===== config.mk =====
export PLATFORM = sky130hd
export DESIGN_NAME = csr_index_generator
export DESIGN_NICKNAME = d
export VERILOG_FILES = /design/src/csr_gen_pkg.sv /design/src/mem_packet_pkg.sv /design/src/index_sequencer.sv /design/src/pending_tally.sv /design/src/request_emitter.sv /design/src/csr_index_generator.sv
export SDC_FILE = /design/constraint.sdc
export NUM_CORES = 2
export LEC_CHECK = 0
export BUFFER_PORTS_ARGS = -buffer_cell sky130_fd_sc_hd__buf_2
export CAP_MARGIN = 10
export CORE_UTILIZATION = 50
export DETAILED_ROUTE_END_ITERATION = 12
export GPL_ROUTABILITY_DRIVEN = 1
export PLACE_DENSITY = 0.66
export SETUP_SLACK_MARGIN = 0.05
export SLEW_MARGIN = 40
export SYNTH_ARGS = -nofsm -noshare
export SYNTH_HDL_FRONTEND = slang
export SYNTH_SLANG_ARGS = --single-unit

===== constraint.sdc =====
create_clock -name ap_clk -period 19.84 [get_ports ap_clk]
set_clock_uncertainty 0.1 [all_clocks]
set_input_delay 1.984 -clock ap_clk [delete_from_list [all_inputs] [get_ports ap_clk]]
set_output_delay 1.984 -clock ap_clk [all_outputs]
set_load 0.01 [all_outputs]

===== src/csr_gen_pkg.sv =====
`default_nettype none

package csr_gen_pkg;

    // ------------------------------------------------------------------
    // Index space
    // ------------------------------------------------------------------
    localparam int unsigned index_w = 32;

    typedef logic [index_w-1:0] csr_index_t;

    // Address shift amount of up to 31 bits
    typedef logic [4:0] shift_amt_t;

    // Outstanding requests at which issue stops
    localparam int unsigned pause_thresh = 8;

    // ------------------------------------------------------------------
    // Configuration
    // ------------------------------------------------------------------
    typedef struct packed {
        logic [63:0] array_pointer;
        csr_index_t  index_start;
        csr_index_t  index_end;
        csr_index_t  stride;
        logic        shift_left;
        shift_amt_t  shift_amount;
    } csr_config_t;

    // Index sequencer FSM
    typedef enum logic [2:0] {
        IDLE,
        START,
        BUSY,
        PAUSE,
        FINISH
    } seq_state_t;

endpackage : csr_gen_pkg

`default_nettype wire


===== src/mem_packet_pkg.sv =====
`default_nettype none

package mem_packet_pkg;

    // ------------------------------------------------------------------
    // Address
    // ------------------------------------------------------------------
    localparam int unsigned addr_w = 64;

    typedef logic [addr_w-1:0] mem_addr_t;

    // ------------------------------------------------------------------
    // Request packet
    // ------------------------------------------------------------------
    localparam int unsigned num_data_fields = 4;

    // Every field carries a copy of the edge index
    typedef struct packed {
        mem_addr_t                                      base;
        mem_addr_t                                      offset;
        csr_gen_pkg::csr_index_t [num_data_fields-1:0] field;
    } mem_request_t;

    // ------------------------------------------------------------------
    // Request queue
    // ------------------------------------------------------------------
    localparam int unsigned queue_depth = 16;
    localparam int unsigned queue_ptr_w = 4;

endpackage : mem_packet_pkg

`default_nettype wire


===== src/index_sequencer.sv =====
`default_nettype none

module index_sequencer (
    input  wire                     ap_clk,
    input  wire                     areset_generator,
    input  wire                     start,
    input  wire csr_gen_pkg::csr_index_t index_start,
    input  wire csr_gen_pkg::csr_index_t index_end,
    input  wire csr_gen_pkg::csr_index_t stride,
    input  wire                     pause,
    output logic                    index_valid,
    output csr_gen_pkg::csr_index_t index,
    output logic                    issue_finished
);

    import csr_gen_pkg::*;

    // ------------------------------------------------------------------
    // Declarations
    // ------------------------------------------------------------------
    seq_state_t state_q;
    seq_state_t state_d;

    csr_index_t       count_q;
    logic [index_w:0] next_sum;
    logic             last_index;
    logic             issue;

    // ------------------------------------------------------------------
    // Stride counter
    // ------------------------------------------------------------------
    // Extra bit catches a wrap past the top of the index space
    assign next_sum   = {1'b0, count_q} + {1'b0, stride};
    assign last_index = next_sum >= {1'b0, index_end};

    // One index per cycle while pause is low
    assign issue = (state_q == BUSY) && !pause;

    always_ff @(posedge ap_clk) begin
        if (state_q == START) begin
            count_q <= index_start;
        end
        else if (issue && !last_index) begin
            count_q <= next_sum[index_w-1:0];
        end
    end

    // ------------------------------------------------------------------
    // FSM
    // ------------------------------------------------------------------
    always_ff @(posedge ap_clk) begin
        if (areset_generator) begin
            state_q <= IDLE;
        end
        else begin
            state_q <= state_d;
        end
    end

    always_comb begin
        state_d = state_q;
        case (state_q)
            IDLE: begin
                if (start) begin
                    state_d = START;
                end
            end
            START: begin
                // Empty range goes straight to the end
                if (index_start >= index_end) begin
                    state_d = FINISH;
                end
                else begin
                    state_d = BUSY;
                end
            end
            BUSY: begin
                if (pause) begin
                    state_d = PAUSE;
                end
                else if (last_index) begin
                    state_d = FINISH;
                end
            end
            PAUSE: begin
                if (!pause) begin
                    state_d = BUSY;
                end
            end
            FINISH: begin
                if (start) begin
                    state_d = START;
                end
            end
            default: begin
                state_d = IDLE;
            end
        endcase
    end

    // ------------------------------------------------------------------
    // Outputs
    // ------------------------------------------------------------------
    assign index_valid    = issue;
    assign index          = count_q;
    assign issue_finished = (state_q == FINISH);

endmodule : index_sequencer

`default_nettype wire


===== src/pending_tally.sv =====
`default_nettype none

module pending_tally (
    input  wire  ap_clk,
    input  wire  areset_generator,
    input  wire  issued,
    input  wire  popped,
    output logic pause,
    output logic tally_zero
);

    import csr_gen_pkg::*;
    import mem_packet_pkg::*;

    // Wide enough for a full queue
    logic [queue_ptr_w:0] count_q;

    // ------------------------------------------------------------------
    // Outstanding request count
    // ------------------------------------------------------------------
    always_ff @(posedge ap_clk) begin
        if (areset_generator) begin
            count_q <= '0;
        end
        else begin
            case ({issued, popped})
                2'b10: count_q <= count_q + 1'b1;
                2'b01: count_q <= count_q - 1'b1;
                // Both or neither leave the count alone
                default: count_q <= count_q;
            endcase
        end
    end

    // Issue stops at the threshold so the queue cannot overflow
    assign pause      = (count_q >= pause_thresh);
    assign tally_zero = (count_q == '0);

endmodule : pending_tally

`default_nettype wire


===== src/request_emitter.sv =====
`default_nettype none

module request_emitter (
    input  wire                          ap_clk,
    input  wire                          areset_generator,
    input  wire                          start,
    input  wire                          index_valid,
    input  wire csr_gen_pkg::csr_index_t      index,
    input  wire mem_packet_pkg::mem_addr_t    array_pointer,
    input  wire                          shift_left,
    input  wire csr_gen_pkg::shift_amt_t      shift_amount,
    input  wire                          issue_finished,
    input  wire                          tally_zero,
    input  wire                          request_pop,
    output logic                         pop_accepted,
    output logic                         request_valid,
    output mem_packet_pkg::mem_request_t request,
    output logic                         done
);

    import mem_packet_pkg::*;

    // ------------------------------------------------------------------
    // Declarations
    // ------------------------------------------------------------------
    mem_request_t packet_d;
    mem_request_t stage_packet;
    logic         stage_valid;

    mem_request_t queue_mem [queue_depth];

    logic [queue_ptr_w-1:0] wr_ptr;
    logic [queue_ptr_w-1:0] rd_ptr;
    logic [queue_ptr_w:0]   fill;

    // ------------------------------------------------------------------
    // Packet build
    // ------------------------------------------------------------------
    always_comb begin
        packet_d.base = array_pointer;
        // Widen before shifting so a left shift keeps the high bits
        if (shift_left) begin
            packet_d.offset = mem_addr_t'(index) << shift_amount;
        end
        else begin
            packet_d.offset = mem_addr_t'(index) >> shift_amount;
        end
        for (int i = 0; i < num_data_fields; i++) begin
            packet_d.field[i] = index;
        end
    end

    always_ff @(posedge ap_clk) begin
        if (areset_generator) begin
            stage_valid <= 1'b0;
        end
        else begin
            stage_valid <= index_valid;
        end
    end

    always_ff @(posedge ap_clk) begin
        stage_packet <= packet_d;
    end

    // ------------------------------------------------------------------
    // Request queue
    // ------------------------------------------------------------------
    // Pops on an empty queue are dropped
    assign pop_accepted = request_pop && (fill != '0);

    always_ff @(posedge ap_clk) begin
        if (stage_valid) begin
            queue_mem[wr_ptr] <= stage_packet;
        end
        if (pop_accepted) begin
            request <= queue_mem[rd_ptr];
        end
    end

    always_ff @(posedge ap_clk) begin
        if (areset_generator) begin
            wr_ptr        <= '0;
            rd_ptr        <= '0;
            fill          <= '0;
            request_valid <= 1'b0;
        end
        else begin
            if (stage_valid) begin
                wr_ptr <= wr_ptr + 1'b1;
            end
            if (pop_accepted) begin
                rd_ptr <= rd_ptr + 1'b1;
            end
            case ({stage_valid, pop_accepted})
                2'b10: fill <= fill + 1'b1;
                2'b01: fill <= fill - 1'b1;
                default: fill <= fill;
            endcase
            request_valid <= pop_accepted;
        end
    end

    // ------------------------------------------------------------------
    // Completion
    // ------------------------------------------------------------------
    always_ff @(posedge ap_clk) begin
        if (areset_generator) begin
            done <= 1'b0;
        end
        else if (start) begin
            done <= 1'b0;
        end
        else if (issue_finished && tally_zero) begin
            done <= 1'b1;
        end
    end

endmodule : request_emitter

`default_nettype wire


===== src/csr_index_generator.sv =====
`default_nettype none

module csr_index_generator (
    input  wire                          ap_clk,
    input  wire                          areset_generator,
    input  wire                          cfg_valid,
    input  wire csr_gen_pkg::csr_config_t     cfg,
    input  wire                          request_pop,
    output logic                         request_valid,
    output mem_packet_pkg::mem_request_t request,
    output logic                         busy,
    output logic                         done
);

    import csr_gen_pkg::*;

    // ------------------------------------------------------------------
    // Declarations
    // ------------------------------------------------------------------
    csr_config_t cfg_q;
    logic        accept;
    logic        start;
    logic        busy_q;
    logic        done_settled;

    logic       index_valid;
    csr_index_t index;
    logic       issue_finished;
    logic       pause;
    logic       tally_zero;
    logic       pop_accepted;

    // ------------------------------------------------------------------
    // Configuration and run control
    // ------------------------------------------------------------------
    assign accept = cfg_valid && !busy;

    always_ff @(posedge ap_clk) begin
        if (accept) begin
            cfg_q <= cfg;
        end
    end

    // Old done is still high while start is out
    assign done_settled = done && !start;

    always_ff @(posedge ap_clk) begin
        if (areset_generator) begin
            start  <= 1'b0;
            busy_q <= 1'b0;
        end
        else begin
            start <= accept;
            if (accept) begin
                busy_q <= 1'b1;
            end
            else if (done_settled) begin
                busy_q <= 1'b0;
            end
        end
    end

    // Drops in the same cycle done rises
    assign busy = busy_q && !done_settled;

    // ------------------------------------------------------------------
    // Submodules
    // ------------------------------------------------------------------
    index_sequencer u_index_sequencer (
        .ap_clk           (ap_clk),
        .areset_generator (areset_generator),
        .start            (start),
        .index_start      (cfg_q.index_start),
        .index_end        (cfg_q.index_end),
        .stride           (cfg_q.stride),
        .pause            (pause),
        .index_valid      (index_valid),
        .index            (index),
        .issue_finished   (issue_finished)
    );

    pending_tally u_pending_tally (
        .ap_clk           (ap_clk),
        .areset_generator (areset_generator),
        .issued           (index_valid),
        .popped           (pop_accepted),
        .pause            (pause),
        .tally_zero       (tally_zero)
    );

    request_emitter u_request_emitter (
        .ap_clk           (ap_clk),
        .areset_generator (areset_generator),
        .start            (start),
        .index_valid      (index_valid),
        .index            (index),
        .array_pointer    (cfg_q.array_pointer),
        .shift_left       (cfg_q.shift_left),
        .shift_amount     (cfg_q.shift_amount),
        .issue_finished   (issue_finished),
        .tally_zero       (tally_zero),
        .request_pop      (request_pop),
        .pop_accepted     (pop_accepted),
        .request_valid    (request_valid),
        .request          (request),
        .done             (done)
    );

endmodule : csr_index_generator

`default_nettype wire


After elaboration in Yosys (flattened, before gate mapping)
Memories as Yosys holds them, arrays and structs flattened. A register that Yosys moved wholly into a read port is not among the register bits. Cells that the tools add are included. W data, S select, Z words.

Register bits: 384. Bits in writable memories: 4096. Output and inout port bits: 259. Logic and storage cells: 81. Memories: 1.

Add/sub/neg operators: 7. $lt $le $gt $ge: 3. Equality and inequality tests: 11. Shift-type cells: 2. Mux-type cells: 15. Reductions and logical operators: 22.

Memory list: u_request_emitter.queue_mem (words 16, width 256, read ports 1, clocked after Yosys merged registers in 1, write ports 1, RTL line request_emitter.sv:30) `mem_request_t queue_mem [queue_depth];`.

Operator list (count): $mux W32 (2); $mux W64 (1); $shl A32 B5 Y64 (1); $shr A32 B5 Y64 (1); $add A32 B32 Y33 (1); $ge A33 B32 Y1 (1); $ge A32 B32 Y1 (1); $pmux W5 S2 (2); $mux W3 (5); $pmux W3 S4 (1); $add A5 B1 Y5 const B (2); $sub A5 B1 Y5 const B (2); $add A4 B1 Y4 const B (2); $reduce_bool A2 Y1 (4); $logic_and A1 B1 Y1 (7); $eq A3 B2 Y1 const B (2); $ge A5 B4 Y1 const B (1); $logic_not A1 Y1 (5); $logic_not A5 Y1 (1); $reduce_bool A5 Y1 (1); $eq A2 B1 Y1 const B (2); $eq A2 B2 Y1 const B (2); $mux W1 (4); $reduce_or A2 Y1 (2); other kinds (7) (7).

Depth between registers and ports, before layout
Depth in word-level cells: 7. Depth in mapped cells: 16. Gate-level depth less buffers: 16.

Cells and area by module
Synthesis repeated with hierarchy kept, for this count alone.

Cell total of the unflattened synthesis: 5347. Area, all modules: 118949.1 um^2.

By module, submodules not included: request_emitter (times used 1, cells each 4549, area each 108616.7 um^2); csr_index_generator (times used 1, cells each 176, area each 5089.9 um^2); index_sequencer (times used 1, cells each 573, area each 4822.1 um^2); pending_tally (times used 1, cells each 49, area each 420.4 um^2).

Least setup slack after synthesis
Ideal clock, no wire load.

Path kind: input port to flip-flop. Start point: input port request_pop. End point: register u_pending_tally.count_q[4]. Data arrival time: 8.651 ns. Slack: 11.018 ns. Cell stages on the path: 11. Path buffers: 1. Cell sequence: o21a_1 clkbuf_1 ha_1 inv_1 fa_1 inv_1 a21o_1 a21oi_1 xnor2_1 or3_1 a21oi_1.

Cells in the longest elaborated chain, start to end: 3. Elaborated cells between the ends (all ways): 5. Those cells by class: eq/ne: 2; mux: 1; reduce/logical: 2.

RTL lines: start, declared (RTL line csr_index_generator.sv:8) `input wire request_pop,`; $logic_and A1 B1 Y1 * (RTL line request_emitter.sv:70) `assign pop_accepted = request_pop && (fill != '0);`; net pop_accepted (RTL line csr_index_generator.sv:31) `logic pop_accepted;`; $eq A2 B1 Y1 / $eq A2 B2 Y1 (equally long branches) (RTL line pending_tally.sv:26) `case ({issued, popped})`; $pmux W5 S2 / $reduce_bool A2 Y1 (equally long branches); end signal, assigned (RTL line pending_tally.sv:27) `2'b10: count_q <= count_q + 1'b1;`; end signal, assigned (RTL line pending_tally.sv:28) `2'b01: count_q <= count_q - 1'b1;`; end signal, assigned (RTL line pending_tally.sv:30) `default: count_q <= count_q;`; end, declared (RTL line pending_tally.sv:16) `logic [queue_ptr_w:0] count_q;`.

Mark *: on every way through the listed nets, which the timed path passes. The rest lies on a longest branch. A chain may end at the register's enable or synchronous reset.

Final worst setup path
Start point: register u_index_sequencer.count_q[14], in the netlist u_index_sequencer.index[14]. End point: register u_index_sequencer.count_q[7], in the netlist u_index_sequencer.index[7] (enable).

Cells in the longest elaborated chain, start to end: 5.

RTL lines: start, declared (RTL line index_sequencer.sv:24) `csr_index_t count_q;`; start signal, assigned (RTL line index_sequencer.sv:41) `count_q <= index_start;`; start signal, assigned (RTL line index_sequencer.sv:44) `count_q <= next_sum[index_w-1:0];`; $add A32 B32 Y33 (RTL line index_sequencer.sv:33) `assign next_sum = {1'b0, count_q} + {1'b0, stride};`; $ge A33 B32 Y1 (RTL line index_sequencer.sv:34) `assign last_index = next_sum >= {1'b0, index_end};`; $logic_not A1 Y1 (RTL line index_sequencer.sv:43) `else if (issue && !last_index) begin`; $logic_and A1 B1 Y1 (RTL line index_sequencer.sv:43); $reduce_bool A2 Y1 (no source line).

Every way passes these cells.

==> metrics.cfg <==
[sta]
min_period_ps=5338
tightest_slew_ps=889.6
finalSetupViolations=0
rsz0062_at_grt=false
relSlewSlack=0.4070
setup_tns_ps=0
maxSlewViolCount=0
period_share=0.2691
hold_violations=0
max_freq_mhz=187.3

[placement]
dpl.hpwl_mm=155.4
placed_cells=8701
placed_area_sq_um=124500
gp_congestion=0.8868
portBuffers=427

[synth]
ys_types=77
ys_warn_count=0
avgSynthCellArea_sq_um=22.12
synth_edf_count=2901
synthCells=5368
yosys.area.top_type=edfxtp_1
synthArstFlopShare=0
synth-seq-cells=3086
ys.flop_type=edfxtp_1
syn_area_sq_um=118700
syn_nets=5650
yosysTopAreaCellShare=0.7336
ys_seq_area_frac=0.7648
synth_area_leaders=edfxtp_1 (73%), mux4_2 (16%), dfxtp_1 (3.1%), ha_1 (1.1%), buf_4 (0.63%)

[cells_and_area]
finish.cell_count_without_fillers=9275
area_growth_pct=13.80
seq_area_sq_um=90830
nNetsFinal=6160
utilization=0.5735
nFillCells=17060
multiInputGateArea_sq_um=25920
final_layout_size_suffix_gt1_frac=0.3105
final_area_sq_um=135100

[worst_setup_path]
crit_chain=ha_1 -> and3_4 -> and3_4 -> a22oi_4 -> o32ai_2 -> o21ai_0 -> nand2_1 -> xor2_1 -> ha_1 -> o21a_1 -> o21ai_0 -> o32ai_1 -> a311oi_1 -> o211ai_1 -> nand2_1 -> buf_4
startpoint_type=flop
cpPeakStageDelay_ps=560
rr_endpoint=u_index_sequencer.index[7]$_DFFE_PP_
timing.reg2reg.setup_slack_ps=14500
critPathKind=reg -> reg
critPathSlowestCell=edfxtp_1
cp_max_fo=23
worstReg2RegStart=u_index_sequencer.index[14]$_DFFE_PP_
end_kind=flop
required_ps=20310
rr_worst_depth=16
worstPathArrival_ps=5810

[global_routing]
first_global_vias=57330
grt_usage=0.2405
grt_max_degree=135
grt_pass1_wl_mm=408.3
overflow=0
grt_antenna_before_repair=24

[cts]
worstSkewPairLatency_ps=950
cts_hold_buf=0
h-tree-depth=5
clk_pin_slew_ps=60
cts_buffer_depth=4
cts_buffers=322
cts_tree=yes
cts_root_buf=clkbuf_16
cts_resized=0
post_cts_buffers=0
clock_sinks=3086

[hold_path]
min_from=cfg_q[105]$_DFFE_PP_
whs_endpoint=u_request_emitter.stage_packet[195]$_DFF_P_
whs_path_depth=0
min_path_type=reg -> reg

[floorplan]
rows=178
dieArea_sq_um=239400
io_pins=429
fp.dieW_um=489.3
initial_core_util=0.5039
die_y_um=489.3
coreArea_sq_um=235600

[detailed_routing]
drt-vias-per-instance=6.066
drtIter0Drc=5666
vias=56260
ant_nets=0
drt-pass1-iter-count=6
post-route-drc-count=0
wire_per_inst_um=30.89
routed_wl_mm=286.5

[power_and_ir_drop]
ir_drop_mv=0.08501
p_leak_nw=42.90
p_per_area_nw_per_um2=100.7

[status]
status=finished clean

[job]
drv_cap=0

placed cells by master (no fill, tap or decap), types with 9 or more instances in the layout:
| cell type | instances |
|---|---|
| clkbuf_8 | 23 |
| nand2_1 | 108 |
| nor2b_1 | 28 |
| nor3_1 | 27 |
| clkinv_1 | 33 |
| clkinvlp_4 | 13 |
| nand4_1 | 15 |
| a21oi_1 | 116 |
| bufinv_16 | 34 |
| clkinv_2 | 46 |
| o21ai_1 | 17 |
| o22ai_1 | 9 |
| ha_1 | 109 |
| buf_2 | 427 |
| buf_12 | 28 |
| o21a_1 | 9 |
| dfxtp_1 | 181 |
| nor2_1 | 182 |
| and2_4 | 17 |
| inv_1 | 60 |
| mux4_2 | 842 |
| a211oi_1 | 40 |
| a21o_1 | 21 |
| clkbuf_1 | 78 |
| buf_6 | 33 |
| buf_4 | 36 |
| xnor2_1 | 21 |
| mux2_2 | 23 |
| nand3_1 | 19 |
| and3_1 | 12 |
| xor2_1 | 20 |
| buf_16 | 13 |
| edfxtp_1 | 2901 |
| o21ai_0 | 55 |
| clkbuf_16 | 330 |
| mux2i_1 | 59 |
| o211ai_1 | 10 |
synthesized netlist by cell type, types with 27 or more instances:
library cell  number
o21ai_0           55
a211oi_1          40
inv_1             62
nor3_1            27
nand2_1          108
dfxtp_1          185
a21oi_1          116
nor2b_1           28
mux4_2           842
ha_1             109
mux2i_1           59
buf_4             99
clkbuf_1         136
nor2_1           182
buf_2             92
edfxtp_1        2901
power breakdown:
part	leakage (nW)	internal, W	switching, W
Combinational	9.98	0.000126	0.000199
Sequential	27.8	0.00718	0.000105
Clock	5.11	0.00358	0.00242
logic make-up (layout without fill, tap and decap cells):
| kind of cell | Yosys count | in the layout | synth area share |
|---|---|---|---|
| other | 1 | 4 | 0.00003158 |
| adder cells (fa/ha/maj) | 112 | 112 | 0.01199 |
| buffers and inverters | 414 | 1168 | 0.01738 |
| AND/OR/NAND/NOR | 447 | 447 | 0.01732 |
| AO/OA/AOI/OAI | 343 | 343 | 0.01857 |
| flip-flops | 3086 | 3086 | 0.7648 |
| XOR/XNOR | 41 | 41 | 0.003024 |
| multiplexers | 924 | 924 | 0.1669 |
worst max-delay path: cells and delay by family, from the launching register on:
| family | cells | cell delay, ps |
|---|---|---|
| buf+inv | 1 | 420 |
| xor+xnor | 1 | 180 |
| flops | 1 | 560 |
| simple gates | 4 | 970 |
| fa+ha+maj | 2 | 720 |
| compound gates | 8 | 2000 |
how the worst max path moves through the flow:
stage | startpoint | endpoint | slack, ps
after CTS | u_index_sequencer.index[0]$_DFFE_PP_ | u_index_sequencer.index[7]$_DFFE_PP_ | 14470
final | u_index_sequencer.index[14]$_DFFE_PP_ | u_index_sequencer.index[7]$_DFFE_PP_ | 14500
after floorplan | request_pop | u_pending_tally.count_q[4]$_SDFFE_PP0P_ | 11020
after global placement | u_request_emitter.rd_ptr[0]$_SDFFE_PP0P_ | u_request_emitter.request[106]$_DFFE_PP_ | 13980
after detailed placement | u_request_emitter.rd_ptr[0]$_SDFFE_PP0P_ | u_request_emitter.request[106]$_DFFE_PP_ | 14540
after global routing | u_index_sequencer.index[12]$_DFFE_PP_ | u_index_sequencer.index[10]$_DFFE_PP_ | 14130
sequential cells by signal (all words and copies together) (netlist names):
register                         cells
busy_q                               1
cfg_q                              166
start                                1
u_index_sequencer.index             32
u_index_sequencer.state_q            3
u_pending_tally.count_q              5
u_request_emitter.done               1
u_request_emitter.fill               5
u_request_emitter.queue_mem       2544
u_request_emitter.rd_ptr             4
u_request_emitter.request          159
u_request_emitter.request_valid      1
u_request_emitter.stage_packet     159
u_request_emitter.stage_valid        1
u_request_emitter.wr_ptr             4
layout make-up:
type                    instances  share of cell area
repair buffers                537             0.02736
flip-flops and latches       3086              0.6722
inverters                      63            0.001750
diodes                          3          0.00005556
well taps                    3150             0.02917
clock buffers                 431             0.06562
clock inverters               137             0.01205
multi-input cells            1868              0.1918
per-stage QoR:
| stage | worst slack [ps] | total power, W | hold slack (ps) |
|---|---|---|---|
| final | 14500 | 0.01361 | 233.8 |
| after global routing | 14130 | 0.01398 | 241.7 |
| after CTS | 14470 | 0.01371 | 240.3 |
| after detailed placement | 14540 | 0.007744 | 226.9 |
| after global placement | 13980 | 0.007734 | 224.4 |
| after floorplan | 11020 | 0.007584 | 223.3 |
routing by layer:
layer | up-vias | track usage | part of all wire
met3 | 439 | 0.03849 | 0.065
met4 | 4 | 0.07640 | 0.030
met5 | - | 0 | 0.000094
met1 | 30240 | 0.3300 | 0.40
met2 | 2185 | 0.3972 | 0.50
li1 | 23390 | - | -
Note: power is estimated with default switching activity, not from simulation.
